## src/include/soc_settings.svh

```systemverilog
`ifndef SOC_SETTINGS_SVH
`define SOC_SETTINGS_SVH

// bus word and strobe widths
`define SOC_DATA_W 32
`define SOC_STRB_W 4

// internal memory word address, 4096 words
`define SOC_MEM_AW 12

// data bus word address, top bit selects the peripheral
`define SOC_D_AW 13

// timer register word offsets, from the low address bits
`define SOC_TMR_AW 2
`define SOC_TMR_CTRL 2'd0
`define SOC_TMR_LOAD 2'd1
`define SOC_TMR_COUNT 2'd2

`endif

```

## src/logic/soc_mem_pkg.sv

```systemverilog
`default_nettype none

`include "soc_settings.svh"

package soc_mem_pkg;

   // one bus word and its byte strobes
   typedef logic [`SOC_DATA_W-1:0] data_t;
   typedef logic [`SOC_STRB_W-1:0] strb_t;

   // internal memory / instruction bus word address
   typedef logic [`SOC_MEM_AW-1:0] mem_addr_t;

   // data bus word address, memory plus peripheral window
   typedef logic [`SOC_D_AW-1:0] d_addr_t;

   // timer register select
   typedef enum logic [1:0] {
      tmr_ctrl,
      tmr_load,
      tmr_count,
      tmr_none
   } tmr_reg_e;

endpackage

`default_nettype wire

```

## src/logic/soc_data_split.sv

```systemverilog
`timescale 1ns/100ps
`default_nettype none

`include "soc_settings.svh"

module soc_data_split
   import soc_mem_pkg::*;
(
   input  wire     clk_i,
   input  wire     rst_i,

   // data bus request
   input  wire     d_avalid_i,
   input  d_addr_t d_addr_i,

   // returns from the two targets
   input  data_t   mem_rdata_i,
   input  wire     mem_rvalid_i,
   input  data_t   tmr_rdata_i,
   input  wire     tmr_rvalid_i,

   // steered strobes and the merged response
   output wire     mem_avalid_o,
   output wire     tmr_avalid_o,
   output data_t   d_rdata_o,
   output wire     d_rvalid_o
);

   logic sel_tmr;
   logic sel_tmr_q;

   // top word-address bit picks the peripheral window
   assign sel_tmr = d_addr_i[`SOC_D_AW-1];

   assign mem_avalid_o = d_avalid_i & ~sel_tmr;
   assign tmr_avalid_o = d_avalid_i & sel_tmr;

   // target of the request now in flight
   // only updated on a request, so an idle cycle keeps the last choice
   always_ff @(posedge clk_i) begin
      if (rst_i) begin
         sel_tmr_q <= 1'b0;
      end else if (d_avalid_i) begin
         sel_tmr_q <= sel_tmr;
      end
   end

   // response mux, both targets answer one cycle after the request
   assign d_rdata_o  = sel_tmr_q ? tmr_rdata_i : mem_rdata_i;
   assign d_rvalid_o = sel_tmr_q ? tmr_rvalid_i : mem_rvalid_i;

endmodule

`default_nettype wire

```

## config.mk

```make
export PLATFORM = sky130hd
export DESIGN_NAME = soc_data_split
export DESIGN_NICKNAME = d
export VERILOG_FILES = /design/src/logic/soc_mem_pkg.sv /design/src/logic/soc_data_split.sv
export VERILOG_INCLUDE_DIRS = /design/src /design/src/include
export SDC_FILE = /design/constraint.sdc
export NUM_CORES = 1
export LEC_CHECK = 0
export ABC_CLOCK_PERIOD_IN_PS = 2350
export BUFFER_PORTS_ARGS = -buffer_cell sky130_fd_sc_hd__buf_2
export CAP_MARGIN = 0
export CORE_UTILIZATION = 27
export DETAILED_ROUTE_END_ITERATION = 8
export GPL_ROUTABILITY_DRIVEN = 1
export HOLD_SLACK_MARGIN = 0.1
export PLACE_DENSITY_LB_ADDON = 0.25
export SLEW_MARGIN = 20
export SYNTH_ARGS = -nofsm -noshare
export SYNTH_HDL_FRONTEND = slang
export SYNTH_SLANG_ARGS = --single-unit
```

## constraint.sdc

```tcl
create_clock -name clk_i -period 2.35 [get_ports clk_i]
set_clock_uncertainty 0.2 [all_clocks]
set_input_delay 0.5875 -clock clk_i [delete_from_list [all_inputs] [get_ports clk_i]]
set_output_delay 0.5875 -clock clk_i [all_outputs]
set_load 0.005 [all_outputs]
```

== After elaboration in Yosys (flattened, before gate mapping) ==
Cells that the tools add are included.
Cells by class
  muxes and demuxes: 2
  bitwise logic cells: 3
Operators by type and width (count)
  two-way mux 32 bit: 1
  AND 1 bit: 2
  two-way mux 1 bit: 1
  inverter 1 bit: 1
Word-level totals
  bits in registers: 1
  input bits: 82
  logic and storage cells: 6

== Logic depth before layout (Yosys ltp) ==
  depth after elaboration: 2
  depth in mapped cells: 4

== Worst setup path after synthesis ==
OpenSTA, ideal clock, no wires.
  kind: register to output
  from: reg sel_tmr_q
  to: out d_rdata_o[10]
  arrival time: 0.883 ns
  required time: 1.562 ns
  path slack: 0.679 ns
  cell stages (with the launch flop): 4
  path through: dfxtp_1 -> buf_6 -> buf_12 -> mux2_4
On the way
  word-level cells in the longest chain between the ends: 1
Ends and longest elaborated chain
  start, declared: RTL line soc_data_split.sv:30  | logic sel_tmr_q;
  start signal, assigned: RTL line soc_data_split.sv:44  | sel_tmr_q <= sel_tmr;
  two-way mux 32 bit: RTL line soc_data_split.sv:49  | assign d_rdata_o = sel_tmr_q ? tmr_rdata_i : mem_rdata_i;
  end, declared: RTL line soc_data_split.sv:25  | output data_t d_rdata_o,
No other way between the ends.

== Final worst setup path ==
  from: reg sel_tmr_q
  to: out d_rdata_o[29]
The elaborated chain is that of the path after synthesis.

==> results.md <==
- The run finished with clean final reports.
- The die boundary height is 49.07 um.
- The floorplan has 16 rows.
- The post-route core utilization is 54.27%.
- The post-synthesis instance total is 42.
- The pin count of the biggest net entering global routing is 19.
- The area used by multi-input combinational logic is 506.7 um^2.
- The number of nets in the finished design is 228.
- The net count after synthesis is 124.
- The slowest stage of the critical path belongs to the cell mux2_2.
- The flip-flop count of the largest register after layout came to 1.
- The total vias in the final route is 704.
- Counting both buffers and inverters, the worst setup path holds a total of 2.
- The hold-critical path depth is 2.
- A synthesized cell averages 14.24 um^2.
- The capturing element type of the critical path is an output port.
- In this run the static leakage power is 0.6671 nW.
- The kind of path behind the tightest hold check is in -> reg.
- Counting flops and latches in the post-synthesis netlist gives 1.
- In this run the worst path has a maximum fanout of 18.
- Buffers added to address setup during post-CTS repair amount to 0.
- Dividing the detail-routed wire length by the instance count gives 9.854 um.
- The critical path launch point type is a register.
- Of the total power, the clock network draws 0%.
- The synthesis-to-layout area growth is 83.47%.
- The storage element area is 21.27 um^2.
- The worst hold path terminates at sel_tmr_q.
- Hold timing on the final database bottoms out at a slack of 0.5380 ns.
- From left edge to right edge, the die measures 49.07 um.
- The count of filler cells inserted in the layout is 207.
- The proportion of netlist area held by the largest area contributor is 72.80%.
- The floorplan step defined a core boundary enclosing 2022 um^2.
- The analysis attributes to net switching a power of 0.06445 mW.
- The post-route setup TNS is 0 ns.
- The register-to-register setup slack is 1.31 ns.
- IR analysis of the VDD net gives a maximum drop of 0.1732 mV.
- After global routing the overflow that remains totals 0.
- The number of warnings printed during yosys synthesis is 0.
- Once detail routing completed, the nets flagged for antenna violations numbered 0.
- The post-placement cell count is 171.
- For this design the top-level I/O count stands at 117.
- Measured in cells, the most critical reg-to-reg path has a length of 3.
- The worst path needs 1.884 ns of the cycle, external delays included.
- The first-iteration detailed-routing DRC count is 2.
- The number of remaining DRC errors is 0.
- The detail-routed via count per cell is 4.117.
- Registers are responsible for 8.5% of the overall power.
- Global routing used 12.38% of the available tracks.
- Based on the critical path, the design can be clocked at up to 530.7 MHz.
- The final layout contains routed wiring with a total length of 1685 um.
- In this run the critical register-to-register path is launched from sel_tmr_q.
- By area the synthesized netlist is led by mux2_4 73%, buf_12 10%, mux2_2 7.5%, dfxtp_1 3.3%, buf_6 1.9%.
- Setup repair after global routing left no endpoint under its margin.
- 0 antenna diodes ended up in the layout.
- The startpoint of the most critical hold path is rst_i.
- The number of iterations in the first detailed-routing pass is 2.
- The share of the Yosys chip area taken by registers is 3.347%.
- The number of standard cells in the layout, taps in and fillers out is 171.
- The critical path is of the reg -> out type.
- At the worst endpoint, the arrival time is 1.10 ns.
- The cell type with the largest total area after synthesis is mux2_4.
- In the layout the commonest cells are 104 x buf_2, 29 x mux2_4, 4 x mux2_2.
- The number of max-slew violations in the final report is 0.
- The most common cell after layout, fill and taps aside is buf_2.
- The largest registers in the layout are sel_tmr_q x1.
- The initial antenna violation count was 0.
- The post-cts repair resize count is 0.
- The clock transition at the register clock pins on the worst setup and hold paths after CTS is 0 ns.
- The post-synthesis cell area is 598.1 um^2.
- Of the total power, the share spent switching nets is 29.00%.
- The max-capacitance violation count is 0.
- Dividing total power by cell area gives a power density of 202.6 nW/um^2.
- The floorplan step defined a die boundary enclosing 2407 um^2.
- Counting distinct cell types in the post-synthesis netlist gives 9.
- The worst pin sits at a relative slew slack of 80.91%.
- The worst register-to-register path ends at sel_tmr_q.
- The delay of the slowest cell on the worst path is 0.38 ns.
- Once routing completed, OpenROAD measured the worst setup slack at 0.4657 ns.
- The wire-length estimate of the detail-placed layout is 1553 um.
- In this run, post-CTS hold repair placed 0 buffers.
- The internal power of the cells is 0.1578 mW.
- The pin slew with the least headroom to its limit is 0.2863 ns.
- The number of failing setup endpoints in the final timing report is 0.
- In the finished design, the share of the clock period the worst path needs comes to 80.18%.
- The signal on the critical path passes through buf_4 -> mux2_2 -> buf_2.
- The family with the most delay on the worst path is buffers and inverters.
- Before CTS, the worst setup slack after placement is 0.4614 ns.
- The register with the most flip-flops in the final layout is sel_tmr_q.
- The worst endpoint required time is 1.56 ns.
- The count of final hold-check violations is 0.
- The power share of the combinational group is 91.5%.
- The first-pass GRT wire length is 2511 um.
- The post-route netlist has 97.22% of its cells at a drive strength greater than 1.
- Clock latency on the worst-skew pair, taken at its later pin, is 0 ns.
- The number of global-route vias before repair is 619.
- Routability-driven placement finished with a final weighted congestion of 0.6617.
- For this configuration, the core starts out at a cell density of 29.58%.
- The count of buffers inserted at the top-level ports is 104.
cell type report:
cell class	count	area share, %
repair buffers	106	48.80
flip-flops and latches	1	1.938
well taps	27	3.079
multi-input cells	37	46.18
how the worst max path moves through the flow:
stage / slack, ns / cells past startpoint / from / end
after floorplan: 0.68 / 3 / sel_tmr_q / d_rdata_o[10]
after CTS: 0.46 / 3 / sel_tmr_q / d_rdata_o[29]
after global placement: 0.47 / 3 / sel_tmr_q / d_rdata_o[31]
final: 0.47 / 3 / sel_tmr_q / d_rdata_o[29]
after global routing: 0.42 / 3 / sel_tmr_q / d_rdata_o[29]
after detailed placement: 0.46 / 3 / sel_tmr_q / d_rdata_o[29]
worst register-to-register path: cells and delay by family, from the launching register on:
kind / cells / cell delay [ns]
muxes: 1 / 0.12
and+or+nand+nor: 1 / 0.08
buffers and inverters: 1 / 0.27
DFF: 1 / 0.30
power by group through the flow:
stage	combinational (mW)	clock, mW	sequential [mW]
floorplan	0.115	0	0.0187
global placement	0.202	0	0.0190
detailed placement	0.206	0	0.0190
CTS	0.206	0	0.0190
global route	0.220	0	0.0191
finish	0.203	0	0.0190
stage by stage:
step / instance area [um^2] / total power, mW
after CTS: 1097 / 0.2253
after detailed placement: 1097 / 0.2246
final: 1097 / 0.2223
after global routing: 1097 / 0.2392
after floorplan: 598.1 / 0.1334
after global placement: 1097 / 0.2205
routing by layer:
metal / wire length, um / global-route usage [%] / up-vias
met5: 0 / 0 / -
met4: 0 / 0 / 0
met3: 236 / 3.427 / 0
met2: 816 / 24.66 / 59
met1: 632 / 13.38 / 285
li1: - / - / 360
synth_stat cells, drive strengths merged:
cell type,n
and2,1
buf,4
dfxtp,1
mux2,33
mux2i,1
nor2,1
nor2b,1
kinds of logic (layout without fill, tap and decap cells):
family	after synthesis	in the layout	share of synthesized area (%)
multiplexers	34	34	82.01
buffers and inverters	4	106	11.92
AND/OR/NAND/NOR	3	3	2.720
flip-flops	1	1	3.347
Power figures use the tool's default switching activity.
