[config.mk]
export PLATFORM = sky130hd
export DESIGN_NAME = soc_timer
export DESIGN_NICKNAME = d
export VERILOG_FILES = /design/src/logic/soc_mem_pkg.sv /design/src/logic/soc_timer.sv
export VERILOG_INCLUDE_DIRS = /design/src /design/src/include
export SDC_FILE = /design/constraint.sdc
export NUM_CORES = 1
export LEC_CHECK = 0
export BUFFER_PORTS_ARGS = -buffer_cell sky130_fd_sc_hd__buf_2
export CAP_MARGIN = 20
export CORE_ASPECT_RATIO = 0.5
export CORE_UTILIZATION = 50
export DETAILED_ROUTE_END_ITERATION = 10
export PLACE_DENSITY = 0.72
export REMOVE_ABC_BUFFERS = 1
export SLEW_MARGIN = 20
export SYNTH_ARGS = -nofsm -noshare
export SYNTH_HDL_FRONTEND = slang
export SYNTH_SLANG_ARGS = --single-unit
[constraint.sdc]
create_clock -name clk_i -period 5.7 [get_ports clk_i]
set_clock_uncertainty 0.1 [all_clocks]
set_input_delay 0.285 -clock clk_i [delete_from_list [all_inputs] [get_ports clk_i]]
set_output_delay 0.285 -clock clk_i [all_outputs]
set_load 0.02 [all_outputs]
[src/include/soc_settings.svh]
`ifndef SOC_SETTINGS_SVH
`define SOC_SETTINGS_SVH

// bus word and strobe widths
`define SOC_DATA_W 32
`define SOC_STRB_W 4

// internal memory word address, 4096 words
`define SOC_MEM_AW 12

// data bus word address, top bit selects the peripheral
`define SOC_D_AW 13

// timer register word offsets, from the low address bits
`define SOC_TMR_AW 2
`define SOC_TMR_CTRL 2'd0
`define SOC_TMR_LOAD 2'd1
`define SOC_TMR_COUNT 2'd2

`endif

[src/logic/soc_mem_pkg.sv]
`default_nettype none

`include "soc_settings.svh"

package soc_mem_pkg;

   // one bus word and its byte strobes
   typedef logic [`SOC_DATA_W-1:0] data_t;
   typedef logic [`SOC_STRB_W-1:0] strb_t;

   // internal memory / instruction bus word address
   typedef logic [`SOC_MEM_AW-1:0] mem_addr_t;

   // data bus word address, memory plus peripheral window
   typedef logic [`SOC_D_AW-1:0] d_addr_t;

   // timer register select
   typedef enum logic [1:0] {
      tmr_ctrl,
      tmr_load,
      tmr_count,
      tmr_none
   } tmr_reg_e;

endpackage

`default_nettype wire

[src/logic/soc_timer.sv]
`timescale 1ns/100ps
`default_nettype none

`include "soc_settings.svh"

module soc_timer
   import soc_mem_pkg::*;
(
   input  wire                   clk_i,
   input  wire                   rst_i,

   // register access
   input  wire                   avalid_i,
   input  wire [`SOC_TMR_AW-1:0] addr_i,
   input  data_t                 wdata_i,
   input  strb_t                 wstrb_i,
   output data_t                 rdata_o,
   output logic                  rvalid_o
);

   tmr_reg_e sel;
   logic     wr_en;
   logic     rd_en;
   logic     load_cmd;
   logic     en_q;
   data_t    load_q;
   data_t    count_q;
   data_t    rd_val;

   // offset decode
   always_comb begin
      case (addr_i)
         `SOC_TMR_CTRL:  sel = tmr_ctrl;
         `SOC_TMR_LOAD:  sel = tmr_load;
         `SOC_TMR_COUNT: sel = tmr_count;
         default:        sel = tmr_none;
      endcase
   end

   assign wr_en = avalid_i & (|wstrb_i);
   assign rd_en = avalid_i & ~(|wstrb_i);

   // ctrl bits live in byte 0
   // bit 1 is a one-shot copy of load into count, not stored
   assign load_cmd = wr_en & (sel == tmr_ctrl) & wstrb_i[0] & wdata_i[1];

   always_ff @(posedge clk_i) begin
      if (rst_i) begin
         en_q <= 1'b0;
      end else if (wr_en && sel == tmr_ctrl && wstrb_i[0]) begin
         en_q <= wdata_i[0];
      end
   end

   // load register, byte strobed
   always_ff @(posedge clk_i) begin
      if (rst_i) begin
         load_q <= '0;
      end else if (wr_en && sel == tmr_load) begin
         for (int b = 0; b < `SOC_STRB_W; b++) begin
            if (wstrb_i[b]) begin
               load_q[8*b +: 8] <= wdata_i[8*b +: 8];
            end
         end
      end
   end

   // copy has priority over the increment
   always_ff @(posedge clk_i) begin
      if (rst_i) begin
         count_q <= '0;
      end else if (load_cmd) begin
         count_q <= load_q;
      end else if (en_q) begin
         count_q <= count_q + 1'b1;
      end
   end

   // read mux, unused offset reads as zero
   always_comb begin
      case (sel)
         tmr_ctrl:  rd_val = {{(`SOC_DATA_W-1){1'b0}}, en_q};
         tmr_load:  rd_val = load_q;
         tmr_count: rd_val = count_q;
         default:   rd_val = '0;
      endcase
   end

   // count sampled in the cycle the read is accepted
   always_ff @(posedge clk_i) begin
      if (rd_en) begin
         rdata_o <= rd_val;
      end
   end

   always_ff @(posedge clk_i) begin
      if (rst_i) begin
         rvalid_o <= 1'b0;
      end else begin
         rvalid_o <= rd_en;
      end
   end

endmodule

`default_nettype wire

### Word-level counts from Yosys, hierarchy flattened

Index checks and enable logic that the tools add are counted.

* input bits: 41
* register bits after elaboration: 98

* mux-type cells: 4
* equality and inequality tests: 4
* bitwise gates (word level): 6
* add/sub/neg operators: 1
* reductions and logical operators: 11

Operators with widths (number)
* one-hot mux 32 bit (3 select lines): 1
* 2-to-1 mux 32 bit: 2
* adder 32 x 1 -> 32 bit (second input constant): 1
* AND reduction 2 bit: 4
* one-hot mux 2 bit (3 select lines): 1
* AND 1 bit: 5
* == test 2 x 1 -> 1 bit (second input constant): 2
* == test 2 bit (second input constant): 2
* zero test 2 bit: 2
* OR reduction 4 bit: 1
* logical AND 1 bit: 3
* nonzero test 2 bit: 1
* NOT 1 bit: 1

### Logic depth before layout (Yosys ltp)

* word-level depth: 7
* depth in mapped cells: 7
* gate-level depth less buffers: 6

### Least setup slack after synthesis

Ideal clock, no wire load.

* kind: register to register
* from: reg count_q[7]
* to: reg count_q[31]
* buffers on the path: 1
* stages on the path, launching flop included: 7
* arrival time: 1.728 ns
* clock period less this slack: 1.959 ns
* slack: 3.741 ns
* required time: 5.469 ns
* setup time: 0.131 ns
* cells stage by stage: dfxtp_1 -> nand4_1 -> or4_4 -> buf_6 -> nor4_2 -> xnor2_1 -> o22ai_1

* longest elaborated chain between the ends: 3

Ends and longest elaborated chain
* from (decl): line soc_timer.sv:27 `data_t count_q;`
* from (signal assigned): line soc_timer.sv:73 `count_q <= load_q;`
* from (signal assigned): line soc_timer.sv:75 `count_q <= count_q + 1'b1;`
* adder 32 x 1 -> 32 bit: line soc_timer.sv:75
* 2-to-1 mux 32 bit: line soc_timer.sv:74 `end else if (en_q) begin`
* 2-to-1 mux 32 bit: line soc_timer.sv:72 `end else if (load_cmd) begin`

Every way passes these cells. The select of a mux whose other input is x is not followed.
A chain may end at the register's enable or synchronous reset.

### Final worst setup path

* from: reg en_q
* to: reg count_q[13]

* longest elaborated chain between the ends: 1

Ends and longest elaborated chain
* from (decl): line soc_timer.sv:25 `logic en_q;`
* from (signal assigned): line soc_timer.sv:51 `en_q <= wdata_i[0];`
* nonzero test 2 bit (no source line)

Every way passes these cells.

==> reports/metrics.yaml <==
run_status: "completed"
synth-seq-area-share: 0.525
crit_chain: "nand2_1, nor4_2, nand4_1, xor2_1, a211oi_1"
criticalPathCategory: "flip-flop to flip-flop"
synth-warning-count: 0
tritoncts_num_sinks: 98
port_buffers: 73
ff_latch_area_sq_um: 2280
post_cts_resize_count: 0
cts_tree: "built"
route.detailed.wl_per_inst_um: 15.6
insertion_delay_ps: 340
fraction_of_layout_cells_with_a_size_suffix_above_1: 0.209
synth_edf_count: 32
synth-seq-cells: 98
holdCritPathClass: "input port to flip-flop"
report.final.hold_viol_count: 0
num_cts_buffers: 9
dp.final_hpwl_um: 6340
floorplan.initialDensity: 0.530
clk_pin_slew_ps: 70
initial_antenna_violation_count: 0
synthCells: 446
setup_viol: 0
routed_via_density: 5.60
worst-endpoint-arrival_ps: 2580
syn_area_per_cell_sq_um: 9.74
floorplan.die.height_um: 67.9
placed_area_sq_um: 4760
grt_setup_unrepaired: "no"
postCtsSetupBuffers: 0
multiInputGateArea_sq_um: 1930
number_of_buffer_and_inverter_instances_along_the_worst_setup_path: 0
regToRegSetupSlack_ps: 3260
cp_top_family: "simple AND/OR/NAND/NOR gates"
io-pin-count: 74
synth.lib_cells_used.distinct: 38
synth_top_area_cell: "sky130_fd_sc_hd__dfxtp_1"
synth.most_common_cell: "sky130_fd_sc_hd__nand2_1"
worstSetupStartpointType: "flip-flop"
path_max_fanout: 15
slew_violations: 0
period_share: 0.428
power-per-cell-area_nw_per_um2: 277
placement_rows: 23
area_delta_synth_final_pct: 16.3
clock_path_buffers: 2
gp_routability_congestion: 0.777
final_net_count: 545
groute.usage.overall: 0.223
detail-route-antenna-nets: 0
worst_hold_path.num_cells: 3
die_boundary_width_um: 134
htree_num_levels: 3
fillCellCount: 716
standard_cell_with_the_maximum_stage_delay_on_the_critical_path: "sky130_fd_sc_hd__nor4_2"
root_buffer: "sky130_fd_sc_hd__clkbuf_16"
fmax_ghz: 0.410
worstMarginPinSlew_ps: 887
grt_first_pass_wirelength_um: 15400
routed_wirelength_um: 9660
grt_overflow_total: 0
vdd.ir_drop.worst_v: 0.000156
synth_ff_type: "sky130_fd_sc_hd__dfxtp_1"
max_cap_viol: 0
postCtsHoldBufs: 0
netlist.area_leader.share: 0.304
timing.hold.worst_endpoint: "load_q[27]"
die-area_sq_um: 9090
fin_area_sq_um: 5050
timing.setup.tns_ps: 0
fp.coreArea_sq_um: 8200
fin_crit_ps: 2440
reg2reg_depth: 5
antenna_cells_inserted: 0
crit-reg2reg-launch: "en_q"
reg2reg_to: "count_q[13]"
report.power.total_mw: 1.40
firstDrtPassIters: 4
cpPeakStageDelay_ps: 720
detail_route.drc_violations: 0
holdCritStartpoint: "wdata_i[27]"
drt_iter0_drc: 270
count_of_vias_placed_by_the_detailed_router: 3470
ys_top_cells_by_count: "sky130_fd_sc_hd__nand2_1 (78), sky130_fd_sc_hd__dfxtp_1 (66), sky130_fd_sc_hd__a21oi_1 (36)"
synth_async_sr_flop_share: 0
pin_count_of_the_biggest_net_entering_global_routing: 68
dominant_cells_by_area_after_synthesis: "sky130_fd_sc_hd__dfxtp_1 (30%), sky130_fd_sc_hd__edfxtp_1 (22%), sky130_fd_sc_hd__nand2_1 (6.7%)"
first_global_vias: 3061
netlist_area_sq_um: 4340
max-slew-margin-rel: 0.404
critical_path_rt_ps: 5850
p_leak_nw: 1.77
cp_endpoint_kind: "flip-flop"
worst max-delay path by stage:
stage | end | startpoint | slack, ps | depth (start not counted)
floorplan | load_q[0] | addr_i[0] | 3250 | 4
global placement | count_q[15] | en_q | 3440 | 5
detailed placement | count_q[15] | en_q | 3310 | 5
CTS | count_q[15] | en_q | 3280 | 5
global route | count_q[23] | en_q | 2980 | 5
finish | count_q[13] | en_q | 3260 | 5
through the flow:
step / hold WS (ps) / std cells / utilization / setup WS (ps)
6_report: 77.8 / 620 / 0.616 / 3260
5_1_grt: 75.4 / 620 / 0.616 / 2980
4_1_cts: 65.4 / 620 / 0.616 / 3280
3_5_place_dp: 366 / 604 / 0.581 / 3310
3_3_place_gp: 359 / 604 / 0.581 / 3440
2_1_floorplan: 250 / 414 / - / 3250
per-layer routing:
| metal | part of all wire | routed length [um] | track usage |
|---|---|---|---|
| met1 | 0.49 | 4720 | 0.306 |
| met2 | 0.44 | 4300 | 0.352 |
| met3 | 0.056 | 538 | 0.0519 |
| met4 | 0.011 | 105 | 0.0739 |
| met5 | 0 | 0 | 0 |
power breakdown:
part | total [mW] | internal (mW) | switching [mW] | leakage [nW]
sequential | 0.742 | 0.730 | 0.0118 | 0.803
combinational | 0.0693 | 0.0264 | 0.0430 | 0.829
clock | 0.586 | 0.336 | 0.249 | 0.134
total | 1.40 | 1.09 | 0.304 | 1.77
flip-flops by register name, summed over array words and instances (netlist names):
name / count
count_q: 32
en_q: 1
load_q: 32
rdata_o: 32
rvalid_o: 1
worst min-delay path: stages:
cell,delay (ps)
sky130_fd_sc_hd__buf_2,90
sky130_fd_sc_hd__nand2_1,40
sky130_fd_sc_hd__a21oi_1,50
layout by cell type (no fill, tap or decap), types with 4 or more instances in the layout:
cell	netlist	final
sky130_fd_sc_hd__a211oi_1	25	25
sky130_fd_sc_hd__a21oi_1	36	36
sky130_fd_sc_hd__a22o_1	30	30
sky130_fd_sc_hd__and3_1	10	10
sky130_fd_sc_hd__buf_2	0	73
sky130_fd_sc_hd__buf_4	0	5
sky130_fd_sc_hd__clkbuf_16	0	9
sky130_fd_sc_hd__dfxtp_1	66	66
sky130_fd_sc_hd__edfxtp_1	32	32
sky130_fd_sc_hd__nand2_1	78	78
sky130_fd_sc_hd__nand3_1	11	11
sky130_fd_sc_hd__nand4_1	15	15
sky130_fd_sc_hd__nor2_1	31	31
sky130_fd_sc_hd__nor3_1	6	6
sky130_fd_sc_hd__nor3b_1	4	4
sky130_fd_sc_hd__nor4_2	6	6
sky130_fd_sc_hd__o22ai_1	4	4
sky130_fd_sc_hd__xnor2_1	18	18
sky130_fd_sc_hd__xor2_1	11	11
kinds of logic (layout without fill, tap and decap cells):
group | Yosys count | after routing | synth area share
XOR/XNOR | 29 | 29 | 0.0585
buffers and inverters | 34 | 96 | 0.0311
AO/OA/AOI/OAI | 102 | 102 | 0.164
flip-flops | 98 | 98 | 0.525
adder cells (fa/ha/maj) | 1 | 1 | 0.00288
AND/OR/NAND/NOR | 179 | 179 | 0.211
multiplexers | 3 | 3 | 0.00691
cell type report:
cell class,count,area share
clock buffers,10,0.0453
clock inverters,6,0.0114
inverters,2,0.00149
multi-input cells,314,0.382
flip-flops and latches,98,0.452
well taps,112,0.0278
repair buffers,78,0.0798
Power figures use the tool's default switching activity.
